--- src/graph_engine_settings.svh ---
// ----------------------------------------------------------
// Sizing macros for the graph engine read/write lane
// Include this file wherever field, memory or queue sizes are needed
// ----------------------------------------------------------

`ifndef GRAPH_ENGINE_SETTINGS_SVH
`define GRAPH_ENGINE_SETTINGS_SVH

// Packet layout
`define ENGINE_NUM_FIELDS 4
`define ENGINE_DATA_W 32

// 256-word local buffer, indexed by the low address bits
`define ENGINE_MEM_DEPTH_LOG2 8

// Entries per queue, also the credit limit of the lane
`define ENGINE_QUEUE_DEPTH 8

`endif

--- src/graph_engine_pkg.sv ---
// ----------------------------------------------------------
// Shared types of the graph engine lane
// Modules take them with a wildcard import
// ----------------------------------------------------------

`include "graph_engine_settings.svh"

package graph_engine_pkg;

  // ----------------------------------------------------------
  // Packet
  // ----------------------------------------------------------
  // One state bit per field, high when the field holds live data
  typedef struct packed {
    logic [`ENGINE_NUM_FIELDS-1:0][`ENGINE_DATA_W-1:0] field;
    logic [`ENGINE_NUM_FIELDS-1:0]                     field_state;
  } engine_packet_t;

  // ----------------------------------------------------------
  // Lane configuration
  // ----------------------------------------------------------
  // ops_mask[i] selects the source fields of output field i
  typedef struct packed {
    logic [`ENGINE_NUM_FIELDS-1:0]                         const_mask;
    logic [`ENGINE_DATA_W-1:0]                             const_value;
    logic [`ENGINE_NUM_FIELDS-1:0][`ENGINE_NUM_FIELDS-1:0] ops_mask;
    logic [`ENGINE_DATA_W-1:0]                             index_start;
    logic [$clog2(`ENGINE_DATA_W)-1:0]                     granularity;
    logic                                                  direction;  // 1 shifts left
    logic                                                  is_write;
  } engine_config_t;

  // ----------------------------------------------------------
  // Memory request and response
  // ----------------------------------------------------------
  typedef struct packed {
    logic [`ENGINE_DATA_W-1:0] address;
    logic                      is_write;
  } engine_request_t;

  typedef struct packed {
    engine_packet_t  packet;
    engine_request_t req;
  } engine_response_t;

endpackage

--- src/engine_rw_control.sv ---
// ----------------------------------------------------------
// Lane control: active configuration, credit count and the
// pop that starts each packet down the kernel pipeline
// ----------------------------------------------------------

`include "graph_engine_settings.svh"

module engine_rw_control import graph_engine_pkg::*; (
  input  logic           ap_clk,
  input  logic           rst_n,
  // Configuration load
  input  logic           cfg_load,
  input  engine_config_t cfg_in,
  output logic           cfg_ready,
  // Input queue
  input  logic           q_valid,
  output logic           q_pop,
  // Output queue transfer
  input  logic           out_taken,
  // Kernel
  output engine_config_t cfg,
  output logic           issue
);

  localparam int CREDIT_W = $clog2(`ENGINE_QUEUE_DEPTH + 1);

  logic [CREDIT_W-1:0] credits;

  // A credit covers one item from pop until it leaves the output queue
  assign q_pop = q_valid && (credits < CREDIT_W'(`ENGINE_QUEUE_DEPTH));
  assign issue = q_pop;

  // Idle means nothing in flight and nothing waiting
  assign cfg_ready = (credits == '0) && !q_valid;

  // ----------------------------------------------------------
  // Credit counter
  // ----------------------------------------------------------
  always_ff @(posedge ap_clk or negedge rst_n) begin
    if (!rst_n) begin
      credits <= '0;
    end else begin
      case ({q_pop, out_taken})
        2'b10:   credits <= credits + 1'b1;
        2'b01:   credits <= credits - 1'b1;
        default: credits <= credits;
      endcase
    end
  end

  // ----------------------------------------------------------
  // Configuration register
  // ----------------------------------------------------------
  always_ff @(posedge ap_clk or negedge rst_n) begin
    if (!rst_n) begin
      cfg <= '0;
    end else if (cfg_load && cfg_ready) begin
      cfg <= cfg_in;
    end
  end

endmodule

--- config.mk ---
export PLATFORM = sky130hd
export DESIGN_NAME = engine_rw_control
export DESIGN_NICKNAME = d
export VERILOG_FILES = /design/src/graph_engine_pkg.sv /design/src/engine_rw_control.sv
export VERILOG_INCLUDE_DIRS = /design/src
export SDC_FILE = /design/constraint.sdc
export NUM_CORES = 1
export LEC_CHECK = 0
export ABC_AREA = 1
export BUFFER_PORTS_ARGS = -buffer_cell sky130_fd_sc_hd__buf_2
export CAP_MARGIN = 25
export CORE_MARGIN = 2
export CORE_UTILIZATION = 47
export CTS_CLUSTER_DIAMETER = 60
export CTS_CLUSTER_SIZE = 40
export DETAILED_ROUTE_END_ITERATION = 12
export GPL_TIMING_DRIVEN = 1
export PLACE_DENSITY = 0.91
export SLEW_MARGIN = 15
export SYNTH_ARGS = -nofsm -noshare
export SYNTH_HDL_FRONTEND = slang
export SYNTH_SLANG_ARGS = --single-unit
--- constraint.sdc ---
create_clock -name ap_clk -period 3.56 [get_ports ap_clk]
set_input_delay 0.534 -clock ap_clk [delete_from_list [all_inputs] [get_ports ap_clk]]
set_output_delay 0.534 -clock ap_clk [all_outputs]
set_load 0.1 [all_outputs]
==> reports/qor.txt <==
worst hold path class = input pin to asynchronous set/reset pin
sequential element share of the synthesized area = 0.6133
actual slew at the worst max-slew pin = 925.9 ps
worst setup path category = register to output pin
Die Ht = 94.82 um
Yosys top cell area share = 0.6133
worst-case reg-to-reg path depth = 10
post-layout util = 0.6252
synth-to-layout area growth = 30.54%
crit end category = output pin
layout net count = 710
final setup fails = 0
vias in the first global route = 3139
post-CTS setup buffer count = 0
synth warn = 0
Max Clock Freq = 0.4406 GHz
total grt overflow = 0
initial core utilization = 0.4790
Synth area leaders = dfrtp_1, nand2_1, nand3_1, buf_4, buf_2
status = complete, no violations
Worst EP arrival = 1740 ps
Root Buffer = clkbuf_8
critical path launch point type = register
FF+latch count, synth = 95
final WL = 9.411 mm
# IOs = 190
post-synthesis average cell area = 8.890 um2
Post-Place Cells = 704
Inserted Clock Buffers = 9
skew final = 14.49 ps
Clk Latency, worst-skew pair = 350 ps
RSZ-0062 raised after global routing = no
Slew headroom = 0.3827
initial antenna violation count = 0
Syn Std Cell Area = 3876 um2
most frequent cells in the layout = nand2_1, buf_2, dfrtp_1, nand3_1, clkbuf_8
largest net degree at the start of global routing = 92
synth unique cells = 16
die area = 8990 um2
net count after synthesis = 535
H-tree Lvls = 3
first-pass GRT wire length = 14.25 mm
Final GP Congestion = 0.8361
count of input and output buffers = 189
final hold vios = 0
Vias/cell = 4.965
die span in x = 94.82 um
Diodes inserted = 0
Initial DRT Pass Iterations = 5
Via Count = 3580
row cnt = 33
hold buffer count at cts = 0
Clock Pin Slew Worst Setup and Hold Paths = 90 ps
CTS max path bufs = 2
Crit path required time = 3030 ps
most common cell after layout, fill and taps aside = nand2_1
Setup Total Neg Slack = 0 ps
CP Max Fanout = 4
layout cells sized above 1 = 0.3458
Final Max Slew Viols = 0
drt drc = 0
antenna viol nets, final = 0
WHS = 133.8 ps
# fillers = 727
Mapped Cells = 436
core footprint = 8093 um2
Max Cap Violations = 0
Synth area leader = dfrtp_1
Tmin final = 2270 ps
CTS tree = done
final std cells w/o fill = 721
drt wl/cell = 13.05 um
GRT Overall Usage = 0.2022
Initial DRC Count = 171
dpl hpwl = 6.493 mm
number of cells upsized or downsized after cts = 0
CTS sink count = 95
final worst-path cycle share = 0.6376
-- routing by layer --
metal  wire [um]  GRT usage
met1        3875     0.2478
met2        4684     0.3493
met3         693    0.04469
met4         158    0.07609
met5           0          0
-- synthesized netlist by cell type (all sizes together) --
library cell / n
dfrtp: 95
ha: 3
a21oi: 1
a31oi: 1
nor2: 4
inv: 8
clkbuf: 10
or2: 1
nand3: 94
xnor2: 2
buf: 20
nand2: 194
nor4: 1
o21ai: 2
-- state kept, by name, summed over array words and instances, names as in the netlist --
name and count:
cfg 91, credits 4
-- final timing paths --
path | startpoint | to | slack [ps]
setup / recovery | credits[0] | cfg_ready | 1290
hold / removal | rst_n | cfg[65] | 130
setup reg to reg | credits[3] | credits[2] | 1600
hold reg to reg | cfg[6] | cfg[6] | 470
max in group asynchronous | rst_n | cfg[61] | 2600
min in group ap_clk | cfg_in[36] | cfg[36] | 400
-- layout make-up --
class	instances	area [um2]	area share
tap	105	131.4	0.02596
multi-input combinational	303	1325	0.2619
sequential	95	2377	0.4698
clock inverter	6	70.07	0.01385
clock buffer	10	127.6	0.02522
timing repair buffer	194	998.5	0.1973
inverter	8	30.03	0.005935
-- per-stage QoR --
step                cell area, um2  setup slack (ps)
floorplan                     3876             325.1
global placement              4842              1492
detailed placement            4842              1466
CTS                           5040              1274
global route                  5060              1212
finish                        5060              1290
-- critical path: stages (launching register included) --
cell and delay (ps):
dfrtp_1 470, nor4_4 420, buf_2 500
-- cells by family (layout without fill, tap and decap cells) --
family | Yosys count | in the layout | synth area share
and+or+nand+nor | 294 | 294 | 0.3179
DFF | 95 | 95 | 0.6133
buffers and inverters | 38 | 218 | 0.04906
AOI/OAI and AO/OA | 4 | 4 | 0.005487
adders and majority gates | 3 | 3 | 0.009685
xor gates and xnor gates | 2 | 2 | 0.004520
Power is not shown: default switching activity piles up to over one toggle a cycle in this logic, so the estimate is an artifact.
