**src/graph_engine_settings.svh**
```systemverilog
// ----------------------------------------------------------
// Sizing macros for the graph engine read/write lane
// Include this file wherever field, memory or queue sizes are needed
// ----------------------------------------------------------

`ifndef GRAPH_ENGINE_SETTINGS_SVH
`define GRAPH_ENGINE_SETTINGS_SVH

// Packet layout
`define ENGINE_NUM_FIELDS 4
`define ENGINE_DATA_W 32

// 256-word local buffer, indexed by the low address bits
`define ENGINE_MEM_DEPTH_LOG2 8

// Entries per queue, also the credit limit of the lane
`define ENGINE_QUEUE_DEPTH 8

`endif

```
**src/graph_engine_pkg.sv**
```systemverilog
// ----------------------------------------------------------
// Shared types of the graph engine lane
// Modules take them with a wildcard import
// ----------------------------------------------------------

`include "graph_engine_settings.svh"

package graph_engine_pkg;

  // ----------------------------------------------------------
  // Packet
  // ----------------------------------------------------------
  // One state bit per field, high when the field holds live data
  typedef struct packed {
    logic [`ENGINE_NUM_FIELDS-1:0][`ENGINE_DATA_W-1:0] field;
    logic [`ENGINE_NUM_FIELDS-1:0]                     field_state;
  } engine_packet_t;

  // ----------------------------------------------------------
  // Lane configuration
  // ----------------------------------------------------------
  // ops_mask[i] selects the source fields of output field i
  typedef struct packed {
    logic [`ENGINE_NUM_FIELDS-1:0]                         const_mask;
    logic [`ENGINE_DATA_W-1:0]                             const_value;
    logic [`ENGINE_NUM_FIELDS-1:0][`ENGINE_NUM_FIELDS-1:0] ops_mask;
    logic [`ENGINE_DATA_W-1:0]                             index_start;
    logic [$clog2(`ENGINE_DATA_W)-1:0]                     granularity;
    logic                                                  direction;  // 1 shifts left
    logic                                                  is_write;
  } engine_config_t;

  // ----------------------------------------------------------
  // Memory request and response
  // ----------------------------------------------------------
  typedef struct packed {
    logic [`ENGINE_DATA_W-1:0] address;
    logic                      is_write;
  } engine_request_t;

  typedef struct packed {
    engine_packet_t  packet;
    engine_request_t req;
  } engine_response_t;

endpackage

```
**src/engine_stage_if.sv**
```systemverilog
// ----------------------------------------------------------
// Link from the remap kernel to the buffer memory
// ----------------------------------------------------------

interface engine_stage_if import graph_engine_pkg::*; ();

  logic            valid;
  logic            ready;
  engine_request_t req;
  engine_packet_t  packet;

  // Kernel side
  modport source (
    output valid, req, packet,
    input  ready
  );

  // Memory side
  modport sink (
    input  valid, req, packet,
    output ready
  );

endinterface

```
**src/engine_rw_kernel.sv**
```systemverilog
// ----------------------------------------------------------
// Three-stage field remap and word address computation
// Stage 1 remaps, stage 2 forms the address, stage 3 drives the link
// ----------------------------------------------------------

`include "graph_engine_settings.svh"

module engine_rw_kernel import graph_engine_pkg::*; (
  input  logic           ap_clk,
  input  logic           rst_n,
  input  engine_config_t cfg,
  input  logic           issue,
  input  engine_packet_t packet_in,
  engine_stage_if.source stage
);

  // Constant wins, then the highest selected source, else zero and dead
  function automatic engine_packet_t remap(input engine_config_t c,
                                           input engine_packet_t p);
    engine_packet_t r;
    for (int i = 0; i < `ENGINE_NUM_FIELDS; i++) begin
      r.field[i]       = '0;
      r.field_state[i] = 1'b0;
      if (c.const_mask[i]) begin
        r.field[i]       = c.const_value;
        r.field_state[i] = 1'b1;
      end else begin
        for (int j = 0; j < `ENGINE_NUM_FIELDS; j++) begin
          if (c.ops_mask[i][j]) begin
            r.field[i]       = p.field[j];
            r.field_state[i] = p.field_state[j];
          end
        end
      end
    end
    return r;
  endfunction

  logic                      valid_s1, valid_s2;
  engine_packet_t            packet_s1, packet_s2;
  logic [`ENGINE_DATA_W-1:0] address_s2;

  // Valid bits travel alongside the payload
  always_ff @(posedge ap_clk or negedge rst_n) begin
    if (!rst_n) begin
      valid_s1    <= 1'b0;
      valid_s2    <= 1'b0;
      stage.valid <= 1'b0;
    end else begin
      valid_s1    <= issue;
      valid_s2    <= valid_s1;
      stage.valid <= valid_s2;
    end
  end

  always_ff @(posedge ap_clk) begin
    packet_s1 <= remap(cfg, packet_in);
    // Offset is remapped field 1, which follows the same select rule
    if (cfg.direction) begin
      address_s2 <= (cfg.index_start + packet_s1.field[1]) << cfg.granularity;
    end else begin
      address_s2 <= (cfg.index_start + packet_s1.field[1]) >> cfg.granularity;
    end
    packet_s2          <= packet_s1;
    stage.req.address  <= address_s2;
    stage.req.is_write <= cfg.is_write;
    stage.packet       <= packet_s2;
  end

endmodule

```
**src/flat_wrapper.sv**
```systemverilog
// flat-port wrapper written by rule: the top's interface ports become plain ports
module engine_rw_kernel_flat import graph_engine_pkg::*;
  (ap_clk, rst_n, cfg, issue, packet_in, stage_valid, stage_req, stage_packet, stage_ready);
  engine_stage_if stage_i ();
  input  logic ap_clk;
  input  logic rst_n;
  input  engine_config_t cfg;
  input  logic issue;
  input  engine_packet_t packet_in;
  output wire logic [$bits(stage_i.valid)-1:0] stage_valid;
  output wire logic [$bits(stage_i.req)-1:0] stage_req;
  output wire logic [$bits(stage_i.packet)-1:0] stage_packet;
  input wire logic [$bits(stage_i.ready)-1:0] stage_ready;
  assign stage_valid = stage_i.valid;
  assign stage_req = stage_i.req;
  assign stage_packet = stage_i.packet;
  assign stage_i.ready = stage_ready;
  engine_rw_kernel u_core (.ap_clk(ap_clk), .rst_n(rst_n), .cfg(cfg), .issue(issue), .packet_in(packet_in), .stage(stage_i));
endmodule
```
**config.mk**
```make
export PLATFORM = sky130hd
export DESIGN_NAME = engine_rw_kernel_flat
export DESIGN_NICKNAME = d
export VERILOG_FILES = /design/src/graph_engine_pkg.sv /design/src/engine_stage_if.sv /design/src/engine_rw_kernel.sv /design/src/flat_wrapper.sv
export VERILOG_INCLUDE_DIRS = /design/src
export SDC_FILE = /design/constraint.sdc
export NUM_CORES = 1
export LEC_CHECK = 0
export ABC_AREA = 1
export BUFFER_PORTS_ARGS = -buffer_cell sky130_fd_sc_hd__buf_4
export CORE_UTILIZATION = 30
export DETAILED_ROUTE_END_ITERATION = 12
export HOLD_SLACK_MARGIN = 0.1
export SLEW_MARGIN = 10
export SYNTH_ARGS = -nofsm -noshare
export SYNTH_HDL_FRONTEND = slang
export SYNTH_SLANG_ARGS = --single-unit
```
**constraint.sdc**
```tcl
create_clock -name ap_clk -period 2.1 [get_ports ap_clk]
set_input_delay 0.21 -clock ap_clk [delete_from_list [all_inputs] [get_ports ap_clk]]
set_output_delay 0.21 -clock ap_clk [all_outputs]
set_load 0.03 [all_outputs]
```
==> qor.yml, run 1 <==
finClkSkew_ns: 0.0401
worstSetupEndpointType: "flop"
grt-ovfl-total: 0
arrival_ns: 3.03
dr.pass1.iters: 6
design_area_sq_um: 29700
vias_per_cell: 5.24
fin_cells: 4059
clockBufferDepth: 3
critPathKind: "flop to flop"
dp.cells: 3732
grt_start_max_net_pins: 69
grt_pass1_wl_mm: 128
synth_area_sq_um: 19700
synth_warnings: 0
die_w_um: 258
grt_pass1_vias: 20802
final_hold_viol_count: 0
initial_utilization: 0.304
ant_nets: 0
violations: "setup timing"
p_per_area_nw_per_um2: 891
cp-start-kind: "flop"
clkSinkCount: 464
synth_cells: 2473
gp_congestion: 0.953
dp_slack_ns: -0.629
top_layer: "met5"
cts_tree: "done"
synth_ff_type: "dfxtp_1"
design.final.nets: 3405
synth_edf_count: 0
htree_levels: 2
wl_met3_mm: 7.75
placed_area_sq_um: 24500
design.die.area_sq_um: 66700
slowest_stage: "fa_2"
route.vias.total: 21255
ys_types: 38
wl_met2_mm: 39.5
min_period_ns: 2.54
route.detailed.wl_per_inst_um: 21.3
required_ns: 2.59
critical_path_buf_inv_count: 0
area_growth_syn_to_layout_pct: 50.5
drt-initial-drc-count: 2192
synthesis.nets: 2732
async_flop_share: 0.00647
portBuffers: 391
cts.clk_slew.worst_paths_ns: 0.06
fp.dieH_um: 258
drv_slew: 0
row_count: 93
drcViolationCount: 0
ys_seq_area_frac: 0.472
dpl.hpwl_mm: 63.0
crit_family: "simple AND/OR/NAND/NOR gates"
min_period_over_period: 1.21
cts_root_buf: "clkbuf_16"
setup_viol: 32
worstHoldPathType: "primary input to flop"
crit_path_frequent_cell: "nand3_2"
clock_latency_ns: 0.63
max_freq_mhz: 394
syn_area_per_cell_sq_um: 7.97
io_pins: 393
worst_slack_ns: -0.438
slowest_delay_ns: 0.46
crit_fanout: 4
ys_ff_latch: 464
maxSlewHeadroom: 0.481
power.leakage_nw: 13.5
antenna_found_initial: 16
rsz0062_at_grt: "yes"
wl_met1_mm: 34.0
status: "complete, but fails checks"
vdd_drop_max_mv: 0.736
cts-buffers-inserted: 52
tightest_slew_ns: 0.778
power.total_mw: 26.4
routed_wl_mm: 86.5
grtUsageTotal: 0.253
drive_gt1_frac: 0.290
core_area_sq_um: 64700
maxCapViolations: 0
worstPathCellList: "ha_4, fa_2, nand3_2, nand3_4, nand2_4, nand2_4, xor2_4, nand2_2, nand3_2, nand3_2, nand2_2, o21ai_4, or2_1, nand3_2"
tightest hold or removal path, delay by kind of cell:
kind | cells | cell delay (ns)
buffers and inverters | 1 | 0.24
AO/OA/AOI/OAI | 2 | 0.26
cells in the mapped netlist (49+ instances only):
library cell	count	area (sq um)
o221ai_1	60	526
dfxtp_1	461	9230
o211ai_1	85	638
nand2_1	428	1610
inv_1	230	863
o21ai_0	121	606
a21oi_1	147	736
clkbuf_1	106	398
a22oi_1	101	758
a221o_1	49	490
nor2_1	121	454
nand3_1	348	1740
kinds of logic (layout without fill, tap and decap cells):
group,after synthesis,count (layout),synth area share
DFF,464,464,0.472
xor gates and xnor gates,6,6,0.00267
AOI/OAI and AO/OA,607,607,0.208
and+or+nand+nor,967,967,0.218
adders and majority gates,32,32,0.0207
other,0,14,0
buffers and inverters,397,1114,0.0786
power breakdown:
part	internal (mW)	total (mW)	switching [mW]
registers	9.71	10.0	0.333
clock network	5.56	9.65	4.10
logic	2.68	6.73	4.04
total	17.9	26.4	8.47
registers in the layout, summed over array words and instances, names as in the netlist:
signal               count
u_core.packet_s2       132
u_core.valid_s2          1
u_core.stage.valid       1
u_core.valid_s1          1
u_core.address_s2       32
u_core.packet_s1       132
u_core.stage.req        33
u_core.stage.packet    132
path summary, 6_finish.rpt:
kind,to,cells past startpoint,slack (ns),from
max,u_core.address_s2[11],14,-0.44,u_core.packet_s1[36]
min,u_core.packet_s1[1],3,0.14,cfg[45]
max reg2reg,u_core.address_s2[11],14,-0.44,u_core.packet_s1[36]
min reg2reg,u_core.stage.packet[31],0,0.31,u_core.packet_s2[31]
max in group asynchronous,u_core.valid_s2,3,1.44,rst_n
min in group asynchronous,u_core.valid_s1,3,0.51,rst_n
metal layers:
metal	GRT usage	vias up
li1	-	9979
met1	0.306	9864
met2	0.414	1125
met3	0.0616	285
met4	0.135	2
met5	0	-
area by class of cell:
type                    count  area (sq um)
inverters                 242           916
clock inverters            38           469
repair buffers            774          6470
diodes                     14          35.0
multi-input cells        1612         10000
flip-flops and latches    464          9320
clock buffers              60          1370
fillers                  6469         35000
well taps                 855          1070
repair_timing:
action,4_1_cts,5_1_grt
pin swaps,28,18
setup endpoints to repair,32,43
hold buffers,211,0
endpoints found under the hold margin,137,0
setup buffers,2,2
resized for setup,154,99
metrics by stage:
stage / TNS [ns] / utilization / hold slack (ns)
after floorplan: 0 / - / -0.0856
after global placement: -16.30 / 0.379 / -0.000811
after detailed placement: -15.67 / 0.379 / 0.0000400
after CTS: -9.87 / 0.451 / 0.101
after global routing: -16.50 / 0.458 / 0.115
final: -11.77 / 0.458 / 0.136
cells in the final DEF (no fill, tap or decap), types with 53 or more instances in the layout:
master         count
nand3_1          244
nand2_2           62
o221ai_1          60
dlygate4sd3_1    211
buf_4            551
a22oi_1          100
nor2_1           107
o21ai_0          120
inv_1            227
o211ai_1          85
nand3_2          108
dfxtp_1          449
nand2_1          372
a21oi_1          136
clkbuf_16         53
(Power assumes the default switching activity.)
==> run 2, diff against run 1 <==
Settings changed: CAP_MARGIN set to 20, RECOVER_POWER set to 50.
==> run 2 against run 1 <==
The run still ends with setup timing left. Final cell count did not move. Non-clock buffer count stayed put. Sequential share of layout area about the same. Design area about the same. Setup slack better by 0.010 ns. Critical path type unchanged. Highest routed layer unchanged. Sequential cell count unchanged.
==> qor.yml, run 2 (synthesis gave the netlist of run 1 again) <==
layout_common_cells: "541 x buf_4, 455 x dfxtp_1, 372 x nand2_1"
worstHoldPathType: "primary input to flop"
grt_pass1_wl_mm: 128
fp.dieH_um: 258
drt-initial-drc-count: 2182
vias_per_cell: 5.23
cts_root_buf: "clkbuf_16"
route.detailed.wl_per_inst_um: 21.3
drv_slew: 0
die_w_um: 258
setup_viol: 32
p_per_area_nw_per_um2: 892
grt_start_max_net_pins: 69
clkSinkCount: 464
worstSetupEndpointType: "flop"
row_count: 93
cts_tree: "done"
design.final.nets: 3405
gp_congestion: 0.953
portBuffers: 391
rsz0062_at_grt: "yes"
route.vias.total: 21240
dr.pass1.iters: 5
ant_nets: 0
io_pins: 393
max_freq_mhz: 396
reg_top3: "u_core.packet_s1 (132), u_core.packet_s2 (132), u_core.stage.packet (132)"
htree_levels: 2
post-route-util: 0.458
critPathKind: "flop to flop"
clockBufferDepth: 3
final_common_cell: "buf_4"
core_area_sq_um: 64700
maxCapViolations: 0
vdd_drop_max_mv: 0.736
cts.clk_slew.worst_paths_ns: 0.06
grt_pass1_vias: 20802
initial_utilization: 0.304
design.die.area_sq_um: 66700
routed_wl_mm: 86.5
status: "complete, but fails checks"
clock_latency_ns: 0.63
grt-ovfl-total: 0
cp-start-kind: "flop"
dpl.hpwl_mm: 63.0
finalSetupTns_ns: -11.77
worst_slack_ns: -0.428
maxSlewHeadroom: 0.482
power.total_mw: 26.4
area_growth_syn_to_layout_pct: 50.4
crit_fanout: 4
power.leakage_nw: 13.5
drive_gt1_frac: 0.287
cts-buffers-inserted: 52
required_ns: 2.64
min_period_ns: 2.53
grtUsageTotal: 0.253
violations: "setup timing"
antenna_found_initial: 16
hold_slack_ns: 0.135
tightest_slew_ns: 0.776
finClkSkew_ns: 0.0398
arrival_ns: 3.07
final_hold_viol_count: 0
min_period_over_period: 1.20
dp_slack_ns: -0.629
drcViolationCount: 0
-- run 2: cell type report --
type	instances	area, sq um
multi-input cells	1612	10000
repair buffers	774	6450
inverters	242	916
clock buffers	60	1370
diodes	14	35.0
flip-flops and latches	464	9310
fillers	6474	35100
well taps	855	1070
clock inverters	38	469
-- run 2: critical path, cell delays in order (launching register included) --
cell and delay [ns]:
dfxtp_4 0.36, ha_4 0.17, fa_2 0.46, buf_4 0.16, nand3_1 0.10, nand3_2 0.15
nand2_1 0.14, nand3_2 0.11, nand3_1 0.13, nand3_1 0.11, nand2_2 0.15, o21ai_4 0.09
or2_1 0.25, nand3_2 0.09
-- run 2: path summary, 6_finish.rpt --
path | cells past startpoint | endpoint | start | slack, ns
setup / recovery | 13 | u_core.address_s2[13] | u_core.packet_s1[36] | -0.43
hold / removal | 3 | u_core.packet_s1[1] | cfg[45] | 0.13
setup reg to reg | 13 | u_core.address_s2[13] | u_core.packet_s1[36] | -0.43
hold reg to reg | 0 | u_core.stage.packet[31] | u_core.packet_s2[31] | 0.31
max in group asynchronous | 3 | u_core.valid_s2 | rst_n | 1.44
min in group asynchronous | 3 | u_core.valid_s1 | rst_n | 0.51
-- run 2: metal layers --
metal	vias up	wire (um)	GRT usage
met1	9869	33900	0.306
met2	1108	39500	0.414
met4	2	5200	0.135
met3	282	7910	0.0616
li1	9979	-	-
met5	-	8	0
-- run 2: stage by stage --
step | cell area [sq um] | std cells
floorplan | 19700 | 2473
CTS | 29200 | 4043
global placement | 24500 | 3732
finish | 29600 | 4059
detailed placement | 24500 | 3732
global route | 29600 | 4056
-- run 2: report_power, final --
group	switching, mW	leakage, nW	internal, mW
clock	4.10	0.893	5.56
combinational	4.04	8.66	2.67
sequential	0.333	3.92	9.71
total	8.48	13.5	17.9
-- run 2: timing repair --
action	4_1_cts	5_1_grt
setup endpoints to repair	32	43
resized for setup	154	99
cloned	0	0
endpoints found under the hold margin	137	0
hold buffers	211	0
pin swaps	28	18
setup buffers	2	2
