### src/graph_engine_settings.svh
// ----------------------------------------------------------
// Sizing macros for the graph engine read/write lane
// Include this file wherever field, memory or queue sizes are needed
// ----------------------------------------------------------

`ifndef GRAPH_ENGINE_SETTINGS_SVH
`define GRAPH_ENGINE_SETTINGS_SVH

// Packet layout
`define ENGINE_NUM_FIELDS 4
`define ENGINE_DATA_W 32

// 256-word local buffer, indexed by the low address bits
`define ENGINE_MEM_DEPTH_LOG2 8

// Entries per queue, also the credit limit of the lane
`define ENGINE_QUEUE_DEPTH 8

`endif

### src/graph_engine_pkg.sv
// ----------------------------------------------------------
// Shared types of the graph engine lane
// Modules take them with a wildcard import
// ----------------------------------------------------------

`include "graph_engine_settings.svh"

package graph_engine_pkg;

  // ----------------------------------------------------------
  // Packet
  // ----------------------------------------------------------
  // One state bit per field, high when the field holds live data
  typedef struct packed {
    logic [`ENGINE_NUM_FIELDS-1:0][`ENGINE_DATA_W-1:0] field;
    logic [`ENGINE_NUM_FIELDS-1:0]                     field_state;
  } engine_packet_t;

  // ----------------------------------------------------------
  // Lane configuration
  // ----------------------------------------------------------
  // ops_mask[i] selects the source fields of output field i
  typedef struct packed {
    logic [`ENGINE_NUM_FIELDS-1:0]                         const_mask;
    logic [`ENGINE_DATA_W-1:0]                             const_value;
    logic [`ENGINE_NUM_FIELDS-1:0][`ENGINE_NUM_FIELDS-1:0] ops_mask;
    logic [`ENGINE_DATA_W-1:0]                             index_start;
    logic [$clog2(`ENGINE_DATA_W)-1:0]                     granularity;
    logic                                                  direction;  // 1 shifts left
    logic                                                  is_write;
  } engine_config_t;

  // ----------------------------------------------------------
  // Memory request and response
  // ----------------------------------------------------------
  typedef struct packed {
    logic [`ENGINE_DATA_W-1:0] address;
    logic                      is_write;
  } engine_request_t;

  typedef struct packed {
    engine_packet_t  packet;
    engine_request_t req;
  } engine_response_t;

endpackage

### src/engine_skid_queue.sv
// ----------------------------------------------------------
// Valid/ready circular FIFO, payload type set per instance
// ----------------------------------------------------------

`include "graph_engine_settings.svh"

module engine_skid_queue import graph_engine_pkg::*; #(
  parameter type payload_t = engine_packet_t
) (
  input  logic     ap_clk,
  input  logic     rst_n,
  input  logic     push_valid,
  output logic     push_ready,
  input  payload_t push_data,
  output logic     pop_valid,
  input  logic     pop_ready,
  output payload_t pop_data,
  output logic     empty
);

  localparam int DEPTH = `ENGINE_QUEUE_DEPTH;
  localparam int PTR_W = $clog2(DEPTH);

  payload_t         store [DEPTH];
  logic [PTR_W-1:0] wr_ptr, rd_ptr;
  logic [PTR_W:0]   count;
  logic             do_push, do_pop;

  assign empty      = (count == '0);
  assign pop_valid  = !empty;
  assign push_ready = (count < (PTR_W+1)'(DEPTH));
  assign pop_data   = store[rd_ptr];
  assign do_push    = push_valid && push_ready;
  assign do_pop     = pop_valid && pop_ready;

  always_ff @(posedge ap_clk or negedge rst_n) begin
    if (!rst_n) begin
      wr_ptr <= '0;
      rd_ptr <= '0;
      count  <= '0;
    end else begin
      if (do_push) wr_ptr <= wr_ptr + 1'b1;
      if (do_pop) rd_ptr <= rd_ptr + 1'b1;
      count <= count + (PTR_W+1)'(do_push) - (PTR_W+1)'(do_pop);
    end
  end

  always_ff @(posedge ap_clk) begin
    if (do_push) store[wr_ptr] <= push_data;
  end

endmodule

### config.mk
export PLATFORM = sky130hd
export DESIGN_NAME = engine_skid_queue
export DESIGN_NICKNAME = d
export VERILOG_FILES = /design/src/graph_engine_pkg.sv /design/src/engine_skid_queue.sv
export VERILOG_INCLUDE_DIRS = /design/src
export SDC_FILE = /design/constraint.sdc
export NUM_CORES = 1
export LEC_CHECK = 0
export BUFFER_PORTS_ARGS = -buffer_cell sky130_fd_sc_hd__buf_2
export CORE_MARGIN = 2
export CORE_UTILIZATION = 50
export CTS_CLUSTER_DIAMETER = 50
export CTS_CLUSTER_SIZE = 14
export DETAILED_ROUTE_END_ITERATION = 10
export PLACE_DENSITY = 0.78
export SLEW_MARGIN = 5
export SYNTH_ARGS = -nofsm -noshare
export SYNTH_HDL_FRONTEND = slang
export SYNTH_SLANG_ARGS = --single-unit
### constraint.sdc
create_clock -name ap_clk -period 23.2 [get_ports ap_clk]
set_input_delay 2.32 -clock ap_clk [delete_from_list [all_inputs] [get_ports ap_clk]]
set_output_delay 2.32 -clock ap_clk [all_outputs]
set_load 0.02 [all_outputs]
==> out/summary.txt, run 1 <==
Status = complete, no violations
Worst Path Arrival = 4.52 ns
Net total in the final layout = 2048
Routed len/inst = 25.9 um
Leak = 14.7 nW
Root Buffer = clkbuf_16
CTS tree = done
Final hold vios = 0
Power Density = 125 mW/mm2
Synth Area in Adders = 0.268%
WHS Path Cells = 1
Mapped cell area = 0.0402 mm2
# DRC = 0
Fin crit share = 29.5%
Die Ht = 288 um
VDD IR max = 0.0958 mV
Post-synthesis cell count = 1582
Vias in the first global route = 18800
Worst Hold Class = flip-flop to flip-flop
Number of routed nets with antenna violations = 0
Global-route wire length before repair = 116000 um
Initial Util = 50.3%
Count leader, synth = edfxtp_1
Synth cell count leaders = 1056 x edfxtp_1, 264 x mux4_2, 134 x mux2_2, 27 x buf_6, 22 x clkbuf_1
Worst hold margin = 0.504 ns
CTS H-Tree Depth = 3
Routed met3 length = 5350 um
Rows = 104
I/O Buffers = 270
Cell taking the most area after synthesis = edfxtp_1
Tot Pwr = 0.00573 W
Fillcell total = 5618
Post-route cell area = 0.0458 mm2
Largest net degree at the start of global routing = 150
Critical path capture point type = output pin
Max-cap violation count = 0
Initial antenna violation count = 16
Post-synth EDFFs = 1056
WL met2 = 39500 um
FMAX = 146 MHz
Vias per cell = 5.79
DP Area = 0.0427 mm2
Post-synthesis async set-or-reset flop share = 0.938%
Die width = 288 um
Number of distinct library cells after synthesis = 24
Flops & latches, synth = 1066
Share of the synthesized area in the top cell type = 78.8%
Setup bufs post-CTS = 0
Syn_area_per_cell = 25.4 um2
Clk_lat worst skew = 0.66 ns
RSZ-0062 raised after global routing = false
Compound-cell area share of the yosys netlist = 0.0311%
Count of final setup violators = 0
Clk_skew = 0.0278 ns
Top cells by area, synth = edfxtp_1 79%, mux4_2 15%, mux2_2 3.8%
I/O pin cnt = 271
Core ar. = 0.0800 mm2
CP max FO = 121
CTS clk-pin slew, worst paths = 0.07 ns
CP Class = flip-flop to output pin
Xor-xnor portion of the synthesized cell area = 0.131%
Syn-to-layout area delta = 13.8%
Max_slew headroom = 26.8%
Max Used Layer = met5
Clk sink count = 1066
Sequential element share of the synthesized area = 79.5%
Met1 Wirelength = 31400 um
Worst r2r path cells = 5
Main synth FF type = edfxtp_1
Layout cell share with drive strength beyond 1 = 43.0%
Syn nets = 1726
Mux contribution to synthesized area = 18.5%
Final-report max-slew violation count = 0
Drt first pass iters = 5
Post-Synth Simple-Gate Area = 0.215%
Total Routed Length = 78200 um
Grt total ovfl = 0
Worst EP required = 20.88 ns
Vias = 17500
Num CTS Buffers = 97
Post-detail-place hpwl = 40900 um
Ys Warns = 0
Worst slew pin tran = 1.10 ns
Die Footprint = 0.0827 mm2
GPL Wtd Cong = 0.700
DR iter-0 viols = 1470
Critical path startpoint category = flip-flop
Setup TNS = 0 ns
Clk buf depth = 3
Minimum clock period = 6.84 ns
Gr usage total = 19.0%
Post_cts resized = 0
Main combinational cell family by area after synthesis = multiplexers
CTS Hold Buffers Added = 0
## sequential cells by signal (all words and copies together), names as in the netlist
name,cells
rd_ptr,3
store,1056
wr_ptr,3
count,4
## area by class of cell
cell class / instances / area, um2 / area share (%)
flip-flops and latches: 1066 / 32000 / 69.9
multi-input cells: 432 / 7770 / 17.0
clock buffers: 109 / 2520 / 5.52
repair buffers: 297 / 1590 / 3.48
well taps: 1060 / 1330 / 2.90
clock inverters: 42 / 517 / 1.13
inverters: 10 / 37.5 / 0.0820
diodes: 7 / 17.5 / 0.0383
## layer usage
metal  vias up  GRT usage (%)
li1       7424              -
met1      9383           25.8
met2       529           31.1
met3       141           4.12
met4        20           5.76
met5         -              0
## through the flow
| step | instances | setup slack [ns] | utilization (%) |
|---|---|---|---|
| finish | 3023 | 16.36 | 57.2 |
| global route | 3020 | 15.88 | 57.2 |
| CTS | 3016 | 16.09 | 57.2 |
| detailed placement | 2865 | 16.79 | 53.4 |
| global placement | 2865 | 16.85 | 53.4 |
| floorplan | 1582 | 10.70 | - |
## logic make-up after synthesis
family,Yosys count
adders and majority gates,8
buffers and inverters,84
DFF,1066
muxes,398
xor gates and xnor gates,6
AOI/OAI and AO/OA,2
and+or+nand+nor,18
## power by group
| part | switching [W] | leakage, nW | internal (W) |
|---|---|---|---|
| clock network | 0.000678 | 1.47 | 0.000862 |
| registers | 0.000111 | 9.67 | 0.00235 |
| logic | 0.000943 | 3.59 | 0.000787 |
| total | 0.00173 | 14.7 | 0.00399 |
## worst max-delay path, stage by stage (launching register included)
cell and delay [ns]:
dfrtp_4 0.99, buf_4 0.89, buf_12 0.78, mux4_2 0.61
mux2_2 0.29, buf_2 0.16
## cells in the final DEF (no fill, tap or decap), types with 2 or more instances in the layout
cell type   synthesis  layout
clkinv_1            0       8
inv_6               0       6
buf_2               9     270
ha_1                7       7
mux4_2            264     264
clkinv_16           0       3
nor2_4              0       6
buf_4               1      24
diode_2             0       7
inv_8               0       2
edfxtp_1         1056    1056
nand2b_1            3       3
nand2_1             4       4
clkinv_2            0       9
clkbuf_1           22       9
dfrtp_1            10       7
xor2_1              2       2
bufinv_16           0       7
clkinvlp_4          0       5
inv_1              10      10
dfrtp_4             0       3
mux2_2            134     134
xnor2_1             4       4
nor3_2              0       2
buf_12              0       3
clkbuf_16           0      99
## final timing paths
kind                                        from                      to  slack (ns)
hold reg to reg            wr_ptr[2]$_DFFE_PN0P_   wr_ptr[2]$_DFFE_PN0P_        0.50
max in group asynchronous                  rst_n   rd_ptr[0]$_DFFE_PN0P_       21.43
min in group asynchronous                  rst_n   wr_ptr[2]$_DFFE_PN0P_        1.53
setup / recovery           rd_ptr[0]$_DFFE_PN0P_            pop_data[84]       16.36
hold / removal             wr_ptr[2]$_DFFE_PN0P_   wr_ptr[2]$_DFFE_PN0P_        0.50
setup reg to reg              count[3]$_DFF_PN0_  store[4][19]$_DFFE_PP_       19.72
No activity file was read; power rests on OpenSTA's default activity.
==> inputs of run 2 (changes only) <==
==> constraint.sdc (replaced) <==
create_clock -name ap_clk -period 7.15 [get_ports ap_clk]
set_input_delay 0.715 -clock ap_clk [delete_from_list [all_inputs] [get_ports ap_clk]]
set_output_delay 0.715 -clock ap_clk [all_outputs]
set_load 0.02 [all_outputs]
==> run 2 against run 1 <==
Against the previous run: sequential cell count unchanged; core utilization grew 0.48 points; routed wire length grew 1.6%; global-route usage grew 0.31 points; cell count rose by 0.46%; count of clock-buffer cells in the layout increased by 9; largest cell class unchanged; highest routed layer unchanged.
==> out/summary.txt, run 2 (synthesis results as in run 1) <==
FMAX = 229 MHz
Pre-CTS setup slack = 3.47 ns (-13.32 ns)
Initial Util = 50.3% (unchanged)
Post-detail-place hpwl = 40300 um (-1.6%)
Leak = 14.9 nW (+1.1%)
Status = complete, no violations
Core ar. = 0.0800 mm2 (unchanged)
DR iter-0 viols = 1411 (-4.0%)
Num CTS Buffers = 104 (+7.2%)
Routed len/inst = 26.2 um (+1.2%)
Tot Pwr = 0.0190 W (+230%)
Vias per cell = 5.76 (-0.53%)
Crit. Startpoint = rd_ptr[2]$_DFFE_PN0P_
Clk sink count = 1066 (unchanged)
Rows = 104 (unchanged)
Critical path capture point type = output pin
VDD IR max = 0.314 mV (+230%)
Total Routed Length = 79500 um (+1.6%)
Critical R2R Launch = count[3]$_DFF_PN0_
Reg with most FFs = store
Final-report max-slew violation count = 0 (unchanged)
Leading cell type in the layout, fill and taps excluded = edfxtp_1
CTS clk-pin slew, worst paths = 0.06 ns (about the same)
Global-route wire length before repair = 118000 um (+0.93%)
CP max FO = 80 (-34%)
Max-cap violation count = 0 (unchanged)
Largest regs = store: 1056 flops, count: 4 flops
Gr usage total = 19.3% (+0.31 points)
Worst Path Arrival = 3.65 ns (-0.87 ns)
Worst Hold Class = primary input to flip-flop
Grt total ovfl = 0 (unchanged)
Die Footprint = 0.0827 mm2 (unchanged)
Vias = 17500 (-0.074%)
Cells along the critical path = buf_4, mux4_2, mux2_2, buf_2
I/O Buffers = 270 (unchanged)
Crit Reg-Reg Endpoint = store[3][126]$_DFFE_PP_
Count of final setup violators = 0 (unchanged)
I/O pin cnt = 271 (unchanged)
Number of flip-flops in the largest register = 1056 (unchanged)
Slowest CP cell = dfrtp_4
Root Buffer = clkbuf_16
Die width = 288 um (unchanged)
CP Class = flip-flop to output pin
Crit. path cell count = 4 (-1)
Worst r2r path cells = 5 (unchanged)
Reg2Reg Setup Slack = 4.09 ns (-15.63 ns)
CTS tree = done
Minimum clock period = 4.37 ns
CTS H-Tree Depth = 3 (unchanged)
Setup TNS = 0 ns (unchanged)
Net total in the final layout = 2051 (+0.15%)
Clk buf depth = 3 (unchanged)
Power Density = 412 mW/mm2 (+230%)
Post_cts resized = 0 (unchanged)
Syn-to-layout area delta = 14.7%
Fin crit share = 61.1%
Worst EP required = 6.43 ns (-14.45 ns)
Commonest cells after routing, fill and taps aside = 1056 x edfxtp_1, 270 x buf_2, 264 x mux4_2
Critical path's largest stage delay = 1.01 ns (+0.02 ns)
Worst hold margin = 0.325 ns (-0.179 ns)
Initial antenna violation count = 16 (unchanged)
Worst slew pin tran = 1.17 ns (+0.0730 ns)
Die Ht = 288 um (unchanged)
Final WS setup = 2.78 ns (-13.58 ns)
Number of routed nets with antenna violations = 0 (unchanged)
Buf/Inv on CP = 2 (-1)
CP delay by family, top = buffers and inverters
RSZ-0062 raised after global routing = false
Critical path startpoint category = flip-flop
Final hold vios = 0 (unchanged)
GPL Wtd Cong = 0.729 (+4.2%)
Layout cell share with drive strength beyond 1 = 43.2% (+0.20 points)
Clk_lat worst skew = 0.65 ns (about the same)
Max_slew headroom = 21.9% (-4.9 points)
Vias in the first global route = 18600 (-0.91%)
# DRC = 0 (unchanged)
Largest net degree at the start of global routing = 133 (-11%)
Worst Setup EP = pop_data[128]
Clk_skew = 0.0212 ns (-0.00662 ns)
Drt first pass iters = 5 (unchanged)
==> run 2: worst reg2reg max path, delay by kind of cell (launching register included) <==
family	cells	cell delay [ns]
flops	1	0.37
buf+inv	2	0.95
simple gates	3	1.29
==> run 2: cell type report <==
| cell class | instances | area [um2] |
|---|---|---|
| multi-input cells | 432 | 7780 |
| clock buffers | 118 | 2700 |
| inverters | 10 | 37.5 |
| well taps | 1060 | 1330 |
| clock inverters | 51 | 653 |
| fillers | 5581 | 33900 |
| diodes | 7 | 17.5 |
| flip-flops and latches | 1066 | 32000 |
| repair buffers | 293 | 1650 |
==> run 2: power by group <==
part | internal (W) | switching [W]
logic | 0.00258 | 0.00320
clock network | 0.00306 | 0.00229
registers | 0.00761 | 0.000276
==> run 2: stage by stage <==
step / util [%] / area, um2 / std cells
6_report: 57.7 / 46100 / 3037
5_1_grt: 57.6 / 46100 / 3033
4_1_cts: 57.6 / 46100 / 3030
3_5_place_dp: 53.4 / 42800 / 2860
3_3_place_gp: 53.4 / 42800 / 2860
2_1_floorplan: - / 40200 / 1582
==> run 2: timing repair <==
action	CTS	global route
hold endpoints to repair	10	0
setup buffers	0	0
hold buffers	1	0
==> run 2: how the worst min path moves through the flow <==
stage / end / cells after the start / from
finish: store[3][99]$_DFFE_PP_ / 1 / push_data[99]
global route: store[4][47]$_DFFE_PP_ / 1 / push_data[47]
CTS: store[5][49]$_DFFE_PP_ / 1 / push_data[49]
detailed placement: wr_ptr[2]$_DFFE_PN0P_ / 1 / wr_ptr[2]$_DFFE_PN0P_
global placement: wr_ptr[2]$_DFFE_PN0P_ / 1 / wr_ptr[2]$_DFFE_PN0P_
floorplan: count[0]$_DFF_PN0_ / 0 / rst_n
==> run 2: layer usage <==
metal  up-vias  share of wire, %  wire [um]  global-route usage [%]
li1       7446                 -          -                       -
met1      9336                42      33300                    26.6
met2       545                49      38900                    30.7
met3       135               6.9       5470                    4.93
met4        22               2.2       1740                    5.68
met5         -              0.15        122                       0
